<file path="src/verilog/us_pkg.sv">
// shared types and constants; streaming frame length is hdr_bytes + payload_len and must fit 11 bits
package us_pkg;

  // frame class chosen by the arbiter
  typedef enum logic [1:0] {
    kind_none,
    kind_disc,
    kind_iq,
    kind_spec
  } frame_kind_t;

  // arbiter to framer, valid for one cycle when kind != kind_none
  typedef struct packed {
    frame_kind_t kind;
    logic [10:0] length;  // whole frame in bytes
  } frame_grant_t;

  // frame sync bytes
  localparam logic [7:0] sync_hi = 8'hef;
  localparam logic [7:0] sync_lo = 8'hfe;

  // endpoint bytes of the streaming classes
  localparam logic [7:0] ep_iq   = 8'h06;
  localparam logic [7:0] ep_spec = 8'h04;

  // sync 2, type 1, endpoint 1, sequence 4
  localparam int hdr_bytes = 8;

  // fixed size of a discovery reply
  localparam int disc_bytes = 60;

endpackage

</file>
<file path="src/verilog/us_arbiter.sv">
// picks the next frame class while the framer is idle; grant is a registered one-cycle pulse
module us_arbiter import us_pkg::*; #(
  parameter int payload_len = 1024
) (
  input  logic         clk,
  input  logic         rst_n,
  input  logic         discovery,
  input  logic         run,
  input  logic         wide_spectrum,
  input  logic [11:0]  iq_level,
  input  logic [11:0]  spec_level,
  input  logic         busy,
  output frame_grant_t grant
);

  localparam logic [10:0] stream_len = 11'(hdr_bytes + payload_len);

  frame_grant_t grant_d;
  logic         iq_ok;
  logic         spec_ok;
  logic         free;
  logic         last_iq;  // last stream grant went to I/Q

  assign iq_ok   = run && (iq_level >= 12'(payload_len));
  assign spec_ok = wide_spectrum && (spec_level >= 12'(payload_len));

  // busy rises one cycle after the grant, so hold off while the pulse is out
  assign free = !busy && (grant.kind == kind_none);

  always_comb begin
    grant_d = '{kind: kind_none, length: 11'd0};
    if (free) begin
      if (discovery)
        grant_d = '{kind: kind_disc, length: 11'(disc_bytes)};
      else if (iq_ok && (!spec_ok || !last_iq))  // round-robin when both eligible
        grant_d = '{kind: kind_iq, length: stream_len};
      else if (spec_ok)
        grant_d = '{kind: kind_spec, length: stream_len};
    end
  end

  always_ff @(posedge clk or negedge rst_n) begin
    if (!rst_n) begin
      grant   <= '{kind: kind_none, length: 11'd0};
      last_iq <= 1'b0;
    end else begin
      grant <= grant_d;
      if (grant_d.kind == kind_iq) last_iq <= 1'b1;
      else if (grant_d.kind == kind_spec) last_iq <= 1'b0;
    end
  end

  // framer must still be idle when the grant lands
  a_no_grant_busy: assert property (@(posedge clk) disable iff (!rst_n)
    (grant.kind != kind_none) |-> !busy)
    else $error("grant issued while framer busy");

endmodule

</file>
<file path="config.mk">
export PLATFORM = sky130hd
export DESIGN_NAME = us_arbiter
export DESIGN_NICKNAME = d
export VERILOG_FILES = /design/src/verilog/us_pkg.sv /design/src/verilog/us_arbiter.sv
export SDC_FILE = /design/constraint.sdc
export NUM_CORES = 1
export LEC_CHECK = 0
export BUFFER_PORTS_ARGS = -buffer_cell sky130_fd_sc_hd__buf_4
export CORE_AREA = 2 2 39 41
export CTS_BUF_LIST = sky130_fd_sc_hd__clkbuf_2 sky130_fd_sc_hd__clkbuf_4 sky130_fd_sc_hd__clkbuf_8
export DETAILED_ROUTE_END_ITERATION = 10
export DIE_AREA = 0 0 41 43
export SLEW_MARGIN = 10
export SYNTH_ARGS = -nofsm -noshare
export SYNTH_HDL_FRONTEND = slang
export SYNTH_SLANG_ARGS = --single-unit
</file>
<file path="constraint.sdc">
create_clock -name clk -period 1.53 [get_ports clk]
set_input_delay 0.0765 -clock clk [delete_from_list [all_inputs] [get_ports clk]]
set_output_delay 0.0765 -clock clk [all_outputs]
set_load 0.005 [all_outputs]
</file>
==> flow_summary_export.csv <==
group,metric,value,unit
global_routing,grt_util_all_layers,8.249,%
floorplanning,start_util,19.80,%
placement,port_buffers,16,
setup_path,critPathKind,"flip-flop to flip-flop",
setup_path,crit_path_max_fanout,4,
logic_synthesis,synthArstFlopShare,100.0,%
clocking,clock_path_buffers,2,
setup_path,crit_required,1.64,ns
clocking,cts-buffers-inserted,3,
logic_synthesis,synth.area.top_cells,"dfrtp_1 (46%), buf_4 (25%), o21ai_0 (5.5%)",
logic_synthesis,yosysWarnings,0,
timing,final_max_slew_viol_count,0,
setup_path,critPathLaunchType,"flip-flop",
clocking,cts-root-buf,"clkbuf_4",
drt,drtPass1Iterations,1,
hold_path,hold_start,"discovery",
cells_and_area,area.growth.synth_to_final,47.95,%
clocking,cts_tree,"done",
timing,skew,0.003204,ns
timing,rsz0062_at_grt,"no",
timing,hold_viol_final,0,
floorplanning,die_h,43,µm
floorplanning,core-area,1384,µm²
setup_path,max_stage_delay,0.56,ns
floorplanning,io_pins,43,
clocking,cts.clk_slew.worst_paths,0.04,ns
power,vdd.ir_drop.worst,301.3,µV
setup_path,worstPathArrival,1.46,ns
setup_path,endpoint_kind,"flip-flop",
logic_synthesis,synth_common_cells,"buf_4 (9), dfrtp_1 (5), o21ai_0 (3)",
drt,via_per_inst,4.000,
hold_path,hold_class,"input pin to flip-flop",
clocking,cts_setup_buffers,0,
global_routing,grt_max_degree,6,
floorplanning,die_area,1763,µm²
clocking,clkSinkCount,5,
drt,drc,0,
setup_path,rr_startpoint,"grant[10]",
power,power_density,1007,nW/µm²
floorplanning,row_count,14,
global_routing,antenna_found_initial,0,
logic_synthesis,ys_types,13,
timing,min_period,1.350,ns
job,drv_cap,0,
setup_path,reg2reg_slack,0.18,ns
cells_and_area,num_antenna_cells,0,
logic_synthesis,ys_seq_area_share,45.66,%
logic_synthesis,synth-edff-count,0,
global_routing,gr-total-overflow,0,
logic_synthesis,synth_most_common_cell,"buf_4",
floorplanning,die_x,41,µm
drt,vias,240,
power,p_leak,0.2123,nW
setup_path,crit_chain,"or4_4 -> o21ai_0 -> o31ai_1",
logic_synthesis,synthCells,27,
cells_and_area,nets,75,
drt,drt_iter0_drc,0,
cells_and_area,seqCellArea,125.1,µm²
placement,hpwl,432.4,µm
setup_path,r2r_end,"last_iq",
placement,gp_congestion,0.7327,
status,status,"complete, no violations",
drt,wire_per_inst,8.583,µm
drt,postRouteAntennaNets,0,
logic_synthesis,synth_top_area_cell,"dfrtp_1",
logic_synthesis,avgSynthCellArea,10.15,µm²
timing,post-route-period-util,88.22,%
logic_synthesis,synth_ff_type,"dfrtp_1",
logic_synthesis,ys_ff_latch,5,
setup_path,startpoint,"grant[10]",
clocking,cts.htree.levels,1,
logic_synthesis,synth_top_cell_area_share,45.66,%
cells_and_area,final_util,29.29,%
logic_synthesis,netlist_area,274.0,µm²
setup_path,slowest_stage,"or4_4",
cells_and_area,multi_input_area,100.1,µm²
setup_path,rr_worst_depth,3,
drt,wirelength,515,µm
cells_and_area,drive_gt1_share,47.73,%
timing,setup_tns,0,ns
cells_and_area,num-fill-cells,156,
timing,final-setup-viol-count,0,
setup_path,crit_end,"last_iq",
global_routing,grt_pass1_vias,214,
clocking,worst_skew_pair.late_latency,0.24,ns
global_routing,grt_first_pass_wirelength,862,µm
timing,clock.fmax,740.9,MHz
layout make-up:
type,instances,share of cell area (%)
multi-input cells,18,24.69
well taps,16,4.938
flip-flops and latches,5,30.86
repair buffers,17,32.10
clock buffers,4,7.407
sequential cells by signal, indices dropped and copies added, names as in the netlist:
name     count
grant        4
last_iq      1
repair_timing:
item,CTS,global route
endpoints found under the hold margin,5,0
hold buffers,1,0
resized for setup,0,0
power by group:
group / switching [mW] / internal [mW] / leakage (nW)
logic: 0.0297 / 0.0467 / 0.129
registers: 0.0134 / 0.152 / 0.0648
clock network: 0.0508 / 0.116 / 0.0184
total: 0.0939 / 0.314 / 0.212
per-layer routing:
metal / track usage (%) / wire, µm / vias up
met1: 8.738 / 196 / 109
met2: 9.375 / 226 / 16
met5: 0 / 0 / -
li1: - / - / 113
met3: 6.806 / 87 / 2
met4: 8.000 / 4 / 0
placed cells by master (no fill, tap or decap):
master / netlist / layout
nand2b_1: 1 / 1
o21a_1: 1 / 1
dfrtp_1: 5 / 5
o311a_1: 1 / 1
o21ai_0: 3 / 3
conb_1: 1 / 6
or4_4: 1 / 1
nor3_1: 1 / 1
a21oi_1: 1 / 1
nand2_1: 1 / 1
clkbuf_4: 0 / 4
buf_4: 9 / 16
dlygate4sd3_1: 0 / 1
and2_1: 1 / 1
o31ai_1: 1 / 1
cells by family (layout without fill, tap and decap cells):
group | after synthesis | in the layout | share of synthesized area [%]
flip-flops | 5 | 5 | 45.66
AND/OR/NAND/NOR | 5 | 5 | 11.87
other | 1 | 6 | 1.369
AO/OA/AOI/OAI | 7 | 7 | 16.44
buffers and inverters | 9 | 21 | 24.66
critical path, delay by kind of cell (launching register included):
family	cells	cell delay, ns
DFF	1	0.40
AOI/OAI and AO/OA	2	0.26
and+or+nand+nor	1	0.56
worst min-delay path by stage:
stage | to | slack (ns) | cells past startpoint
floorplan | grant[10] | -0.22 | 0
global placement | grant[5] | -0.12 | 1
detailed placement | grant[3] | -0.12 | 1
CTS | grant[3] | 0.08 | 2
global route | grant[5] | 0.09 | 2
finish | grant[5] | 0.09 | 2
per-stage QoR:
stage	total power [mW]	std cells	setup slack [ns]	area (µm²)	hold slack, ns
after floorplan	0.2122	32	0.2285	292.8	-0.2191
after CTS	0.4207	60	0.1689	405.4	0.07931
after global placement	0.2395	55	0.1978	365.4	-0.1193
after global routing	0.4501	60	0.06721	405.4	0.08926
after detailed placement	0.2429	55	0.1755	365.4	-0.1175
final	0.4081	60	0.1803	405.4	0.09079
No activity file was read; power rests on OpenSTA's default activity.
