<file path="src/verilog/us_pkg.sv">
// shared types and constants; streaming frame length is hdr_bytes + payload_len and must fit 11 bits
package us_pkg;

  // frame class chosen by the arbiter
  typedef enum logic [1:0] {
    kind_none,
    kind_disc,
    kind_iq,
    kind_spec
  } frame_kind_t;

  // arbiter to framer, valid for one cycle when kind != kind_none
  typedef struct packed {
    frame_kind_t kind;
    logic [10:0] length;  // whole frame in bytes
  } frame_grant_t;

  // frame sync bytes
  localparam logic [7:0] sync_hi = 8'hef;
  localparam logic [7:0] sync_lo = 8'hfe;

  // endpoint bytes of the streaming classes
  localparam logic [7:0] ep_iq   = 8'h06;
  localparam logic [7:0] ep_spec = 8'h04;

  // sync 2, type 1, endpoint 1, sequence 4
  localparam int hdr_bytes = 8;

  // fixed size of a discovery reply
  localparam int disc_bytes = 60;

endpackage

</file>
<file path="src/verilog/us_framer.sv">
// frame sender; the MAC cannot stall once enable is taken, so payload must already sit in the FIFO
module us_framer import us_pkg::*; #(
  parameter int payload_len = 1024
) (
  input  logic         clk,
  input  logic         rst_n,
  input  logic         run,
  input  logic [47:0]  mac,
  input  logic [7:0]   serial_no,
  input  logic [7:0]   board_id,
  input  logic [7:0]   assign_nr,
  input  frame_grant_t grant,
  output logic         busy,
  input  logic         udp_tx_enable,
  output logic         udp_tx_request,
  output logic [7:0]   udp_tx_data,
  output logic [10:0]  udp_tx_length,
  input  logic [7:0]   iq_rd_data,
  input  logic [7:0]   spec_rd_data,
  output logic         iq_rd,
  output logic         spec_rd
);

  typedef enum logic [1:0] {
    st_idle,
    st_request,
    st_send
  } state_t;

  state_t       state;
  frame_grant_t cur;        // grant latched for the whole frame
  logic [10:0]  byte_cnt;   // index of the byte now on udp_tx_data
  logic [10:0]  next_idx;
  logic         last_byte;
  logic         pay_phase;
  logic [31:0]  iq_seq;
  logic [31:0]  spec_seq;
  logic [31:0]  seq;
  logic [7:0]   ep_byte;
  logic [7:0]   pay_byte;
  logic [7:0]   next_byte;
  logic [7:0]   data_q;

  assign next_idx  = byte_cnt + 11'd1;
  assign last_byte = (byte_cnt == cur.length - 11'd1);

  assign seq      = (cur.kind == kind_spec) ? spec_seq : iq_seq;
  assign ep_byte  = (cur.kind == kind_spec) ? ep_spec : ep_iq;
  assign pay_byte = (cur.kind == kind_spec) ? spec_rd_data : iq_rd_data;

  // pop while the payload byte goes into data_q
  assign pay_phase = (state == st_send) && !last_byte && (next_idx >= 11'(hdr_bytes));
  assign iq_rd     = pay_phase && (cur.kind == kind_iq);
  assign spec_rd   = pay_phase && (cur.kind == kind_spec);

  assign busy           = (state != st_idle);
  assign udp_tx_request = (state == st_request);
  assign udp_tx_length  = cur.length;
  assign udp_tx_data    = data_q;

  // byte for index next_idx; index 0 is loaded while waiting for enable
  always_comb begin
    if (cur.kind == kind_disc) begin
      case (next_idx)
        11'd1:   next_byte = sync_lo;
        11'd2:   next_byte = run ? 8'h03 : 8'h02;  // status
        11'd3:   next_byte = mac[47:40];
        11'd4:   next_byte = mac[39:32];
        11'd5:   next_byte = mac[31:24];
        11'd6:   next_byte = mac[23:16];
        11'd7:   next_byte = mac[15:8];
        11'd8:   next_byte = mac[7:0];
        11'd9:   next_byte = serial_no;
        11'd10:  next_byte = board_id;
        11'd11:  next_byte = assign_nr;
        default: next_byte = 8'h00;  // zero padding
      endcase
    end else begin
      case (next_idx)
        11'd1:   next_byte = sync_lo;
        11'd2:   next_byte = 8'h01;
        11'd3:   next_byte = ep_byte;
        11'd4:   next_byte = seq[31:24];  // big-endian sequence
        11'd5:   next_byte = seq[23:16];
        11'd6:   next_byte = seq[15:8];
        11'd7:   next_byte = seq[7:0];
        default: next_byte = pay_byte;
      endcase
    end
  end

  always_ff @(posedge clk or negedge rst_n) begin
    if (!rst_n) begin
      state    <= st_idle;
      cur      <= '{kind: kind_none, length: 11'd0};
      byte_cnt <= '0;
    end else begin
      case (state)
        st_idle: begin
          if (grant.kind != kind_none) begin
            cur   <= grant;
            state <= st_request;
          end
        end
        st_request: begin
          if (udp_tx_enable) begin  // first byte goes out next cycle
            state    <= st_send;
            byte_cnt <= '0;
          end
        end
        st_send: begin
          if (last_byte) state <= st_idle;
          else byte_cnt <= next_idx;
        end
        default: state <= st_idle;
      endcase
    end
  end

  always_ff @(posedge clk) begin
    if (state == st_request) data_q <= sync_hi;
    else if ((state == st_send) && !last_byte) data_q <= next_byte;
  end

  always_ff @(posedge clk or negedge rst_n) begin
    if (!rst_n) begin
      iq_seq   <= '0;
      spec_seq <= '0;
    end else if (!run) begin
      iq_seq   <= '0;
      spec_seq <= '0;
    end else if ((state == st_send) && last_byte) begin
      if (cur.kind == kind_iq) iq_seq <= iq_seq + 32'd1;
      if (cur.kind == kind_spec) spec_seq <= spec_seq + 32'd1;
    end
  end

  // arbiter and framer must agree on the payload size
  a_stream_len: assert property (@(posedge clk) disable iff (!rst_n)
    ((grant.kind == kind_iq) || (grant.kind == kind_spec))
      |-> (grant.length == 11'(hdr_bytes + payload_len)))
    else $error("streaming grant length mismatch");

endmodule

</file>
<file path="config.mk">
export PLATFORM = sky130hd
export DESIGN_NAME = us_framer
export DESIGN_NICKNAME = d
export VERILOG_FILES = /design/src/verilog/us_pkg.sv /design/src/verilog/us_framer.sv
export SDC_FILE = /design/constraint.sdc
export NUM_CORES = 1
export LEC_CHECK = 0
export BUFFER_PORTS_ARGS = -buffer_cell sky130_fd_sc_hd__buf_4
export CELL_PAD_IN_SITES_DETAIL_PLACEMENT = 0
export CELL_PAD_IN_SITES_GLOBAL_PLACEMENT = 1
export CORE_UTILIZATION = 37
export CTS_CLUSTER_SIZE = 40
export DETAILED_ROUTE_END_ITERATION = 6
export PLACE_DENSITY_LB_ADDON = 0.2
export SYNTH_ARGS = -nofsm -noshare
export SYNTH_HDL_FRONTEND = slang
export SYNTH_SLANG_ARGS = --single-unit
</file>
<file path="constraint.sdc">
create_clock -name clk -period 3.9 [get_ports clk]
set_input_delay 0.78 -clock clk [delete_from_list [all_inputs] [get_ports clk]]
set_output_delay 0.78 -clock clk [all_outputs]
set_load 0.01 [all_outputs]
</file>
==> run_results.csv <==
group,metric,value,unit
run_status,status,"complete, but fails checks",
run_status,violations,"design-rule violations",
clock_tree,numCtsBuffers,9,
layout,drive_gt1_share,21.8,%
sta,setup_violations,0,
die,coreArea,18100,sq um
clock_tree,path_clk_slew,0.07,ns
power,power.density,577,nW/um^2
die,fp.dieH,139,um
drt,drc,8,
power,clockPowerShare,18.4,%
power,p_seq_share,27.8,%
worst_setup_path,critPathRequiredTime,3.12,ns
die,die_area,19200,sq um
yosys,synth_xor_area_share,8.37,%
placed_design,dp.cells,1170,
clock_tree,numClockSinks,98,
yosys,syn_area,6900,sq um
clock_tree,root_buffer,"clkbuf_16",
sta,rsz0062_at_grt,"no",
sta,worst_pin_slew,1.02,ns
yosys,synth_edf_count,0,
layout,final_common_cell,"buf_4",
worst_setup_path,cp-start-kind,"flop",
clock_tree,htree_num_levels,3,
die,die_w,139,um
clock_tree,cts_buffer_depth,2,
layout,mostFrequentLayoutCells,"buf_4, nand2_1, dfrtp_1, nor2_1, o21ai_0",
sta,fmax,0.271,GHz
sta,fin_tns_setup,0,ns
grt,gr-total-overflow,0,
layout,nNetsFinal,1065,
worst_hold_path,holdCritPathClass,"flop to flop",
yosys,yosysWarnings,0,
layout,synthToLayoutAreaGrowth,20.7,%
drt,avgViaCountPerCell,5.68,
power,p_int,2640,uW
yosys,synthSimpleGateAreaFrac,24.6,%
placed_design,numPortBuffers,127,
yosys,yosysSeqAreaShare,34.9,%
yosys,synth_compound_area_share,18.8,%
layout,fin_cells,1186,
power,p_sw_share,45.1,%
power,ir_drop,0.237,mV
yosys,synthArstFlopShare,91.8,%
layout,diodes,0,
clock_tree,postCtsSetupBuffers,0,
clock_tree,cts_tree,"yes",
drt,first_pass_iters,7,
yosys,syn_avg_cell_area,8.07,sq um
worst_setup_path,worstPathMaxFanout,8,
drt,drt-met1-wl,10.7,mm
power,p_sw,2170,uW
drt,routed.top_layer,"met4",
yosys,ys_ff_latch,98,
clock_tree,ctsHoldBuffers,0,
clock_tree,postCtsResizedCells,0,
yosys,synthMuxAreaShare,5.15,%
sta,hold_viol_final,0,
sta,slew_headroom,32.2,%
flow_run,max_cap_violations,0,
drt,wl,22.2,mm
die,initial_core_util,38.0,%
power,leakage,0.00341,uW
yosys,yosysUniqueCellTypes,63,
grt,grt_pass1_vias,6504,
die,io_pins,128,
worst_setup_path,end_kind,"primary output",
worst_setup_path,worstSetupPathType,"flop to primary output",
grt,antenna_found_initial,0,
placed_design,place.gp.congestion,0.840,
power,combPwrFrac,53.8,%
drt,met2_length,10.3,mm
grt,grt_start_max_net_pins,77,
grt,grtUsageTotal,23.4,%
die,num_rows,49,
sta,period_needed,3.69,ns
yosys,synth_top_family_by_area,"simple AND/OR/NAND/NOR gates",
grt,grt_pass1_wl,35.7,mm
drt,drtIter0Drc,530,
yosys,synthAdderAreaFrac,1.59,%
placed_design,placed_cell_area,8050,sq um
layout,finalInstanceArea,8340,sq um
sta,period_share,94.7,%
drt,met3_wirelength,964,um
yosys,postSynthNetCount,969,
drt,vias,6741,
yosys,synthCells,856,
clock_tree,clk_latency,0.36,ns
drt,wl_per_cell,18.7,um
drt,postRouteAntennaNets,0,
yosys,synthFlopType,"dfrtp_1",
worst_setup_path,critical_path_arrival,2.91,ns
sta,slew_violations,0,
sta,clock_skew,0.0132,ns
placed_design,dpl.hpwl,16.3,mm
## registers in the layout, summed over array words and instances (netlist names)
name / cells
iq_seq: 32
spec_seq: 32
byte_cnt: 11
udp_tx_length: 11
udp_tx_data: 8
cur: 2
state: 2
## critical path, cell delays in order (launching register included)
cell	delay, ns
dfrtp_1	0.44
inv_1	0.10
ha_1	0.20
nor2b_1	0.46
nand4b_1	0.20
xnor2_1	0.33
a2111oi_4	0.11
a31o_2	0.30
nor3_1	0.26
buf_4	0.17
## cell usage after synthesis, types with 15 or more instances
cell type	count	share of area, %
nand2_1	94	5.1
mux2_2	20	3.3
xnor2_1	57	7.2
dfrtp_1	90	33
nor4_1	37	3.4
and3_1	15	1.4
inv_1	31	1.7
nor2_1	82	4.5
clkbuf_1	56	3.0
a21oi_1	40	2.9
o21ai_0	67	4.9
nand3_1	33	2.4
nor3_1	36	2.6
## layer usage
metal	GRT usage (%)	up-vias
met2	37.3	151
met1	33.2	3297
met5	0	-
met3	3.90	18
met4	5.38	0
li1	-	3275
## path summary, 6_finish.rpt
kind / slack, ns / from / cells past startpoint / endpoint
setup / recovery: 0.21 / udp_tx_length[0] / 9 / spec_rd
hold / removal: 0.47 / udp_tx_data[4] / 2 / udp_tx_data[4]
max in group asynchronous: 2.58 / rst_n / 2 / iq_seq[13]
setup reg to reg: 0.45 / udp_tx_length[0] / 11 / iq_seq[6]
min in group asynchronous: 0.59 / rst_n / 1 / byte_cnt[5]
hold reg to reg: 0.47 / udp_tx_data[4] / 2 / udp_tx_data[4]
## through the flow
step	worst slack [ns]	utilization, %	hold slack [ns]	total power, uW
after floorplan	0.568	-	0.483	3050
after global placement	0.533	44.4	0.458	3930
after detailed placement	0.469	44.4	0.462	3920
after CTS	0.193	45.9	0.471	4820
after global routing	0.0000320	45.9	0.497	5150
final	0.206	45.9	0.470	4810
## final cells by class
class / instances / area, sq um
inverter: 34 / 128
fill: 1871 / 9810
clock buffer: 10 / 239
clock inverter: 6 / 47.5
multi-input combinational: 653 / 4050
timing repair buffer: 156 / 1170
tap: 229 / 287
sequential: 98 / 2410
## cell families (layout without fill, tap and decap cells)
logic type      after synthesis  after routing
mux                          33             33
buf+inv                     105            206
fa+ha+maj                     9              9
xor+xnor                     66             66
simple gates                347            347
compound gates              198            198
flops                        98             98
## power by group through the flow
| stage | clock network (uW) | registers (uW) | logic, uW |
|---|---|---|---|
| finish | 884 | 1340 | 2590 |
| global route | 942 | 1360 | 2850 |
| CTS | 904 | 1340 | 2580 |
| detailed placement | 0 | 1360 | 2560 |
| global placement | 0 | 1360 | 2580 |
| floorplan | 0 | 1290 | 1770 |
Power figures use the tool's default switching activity.
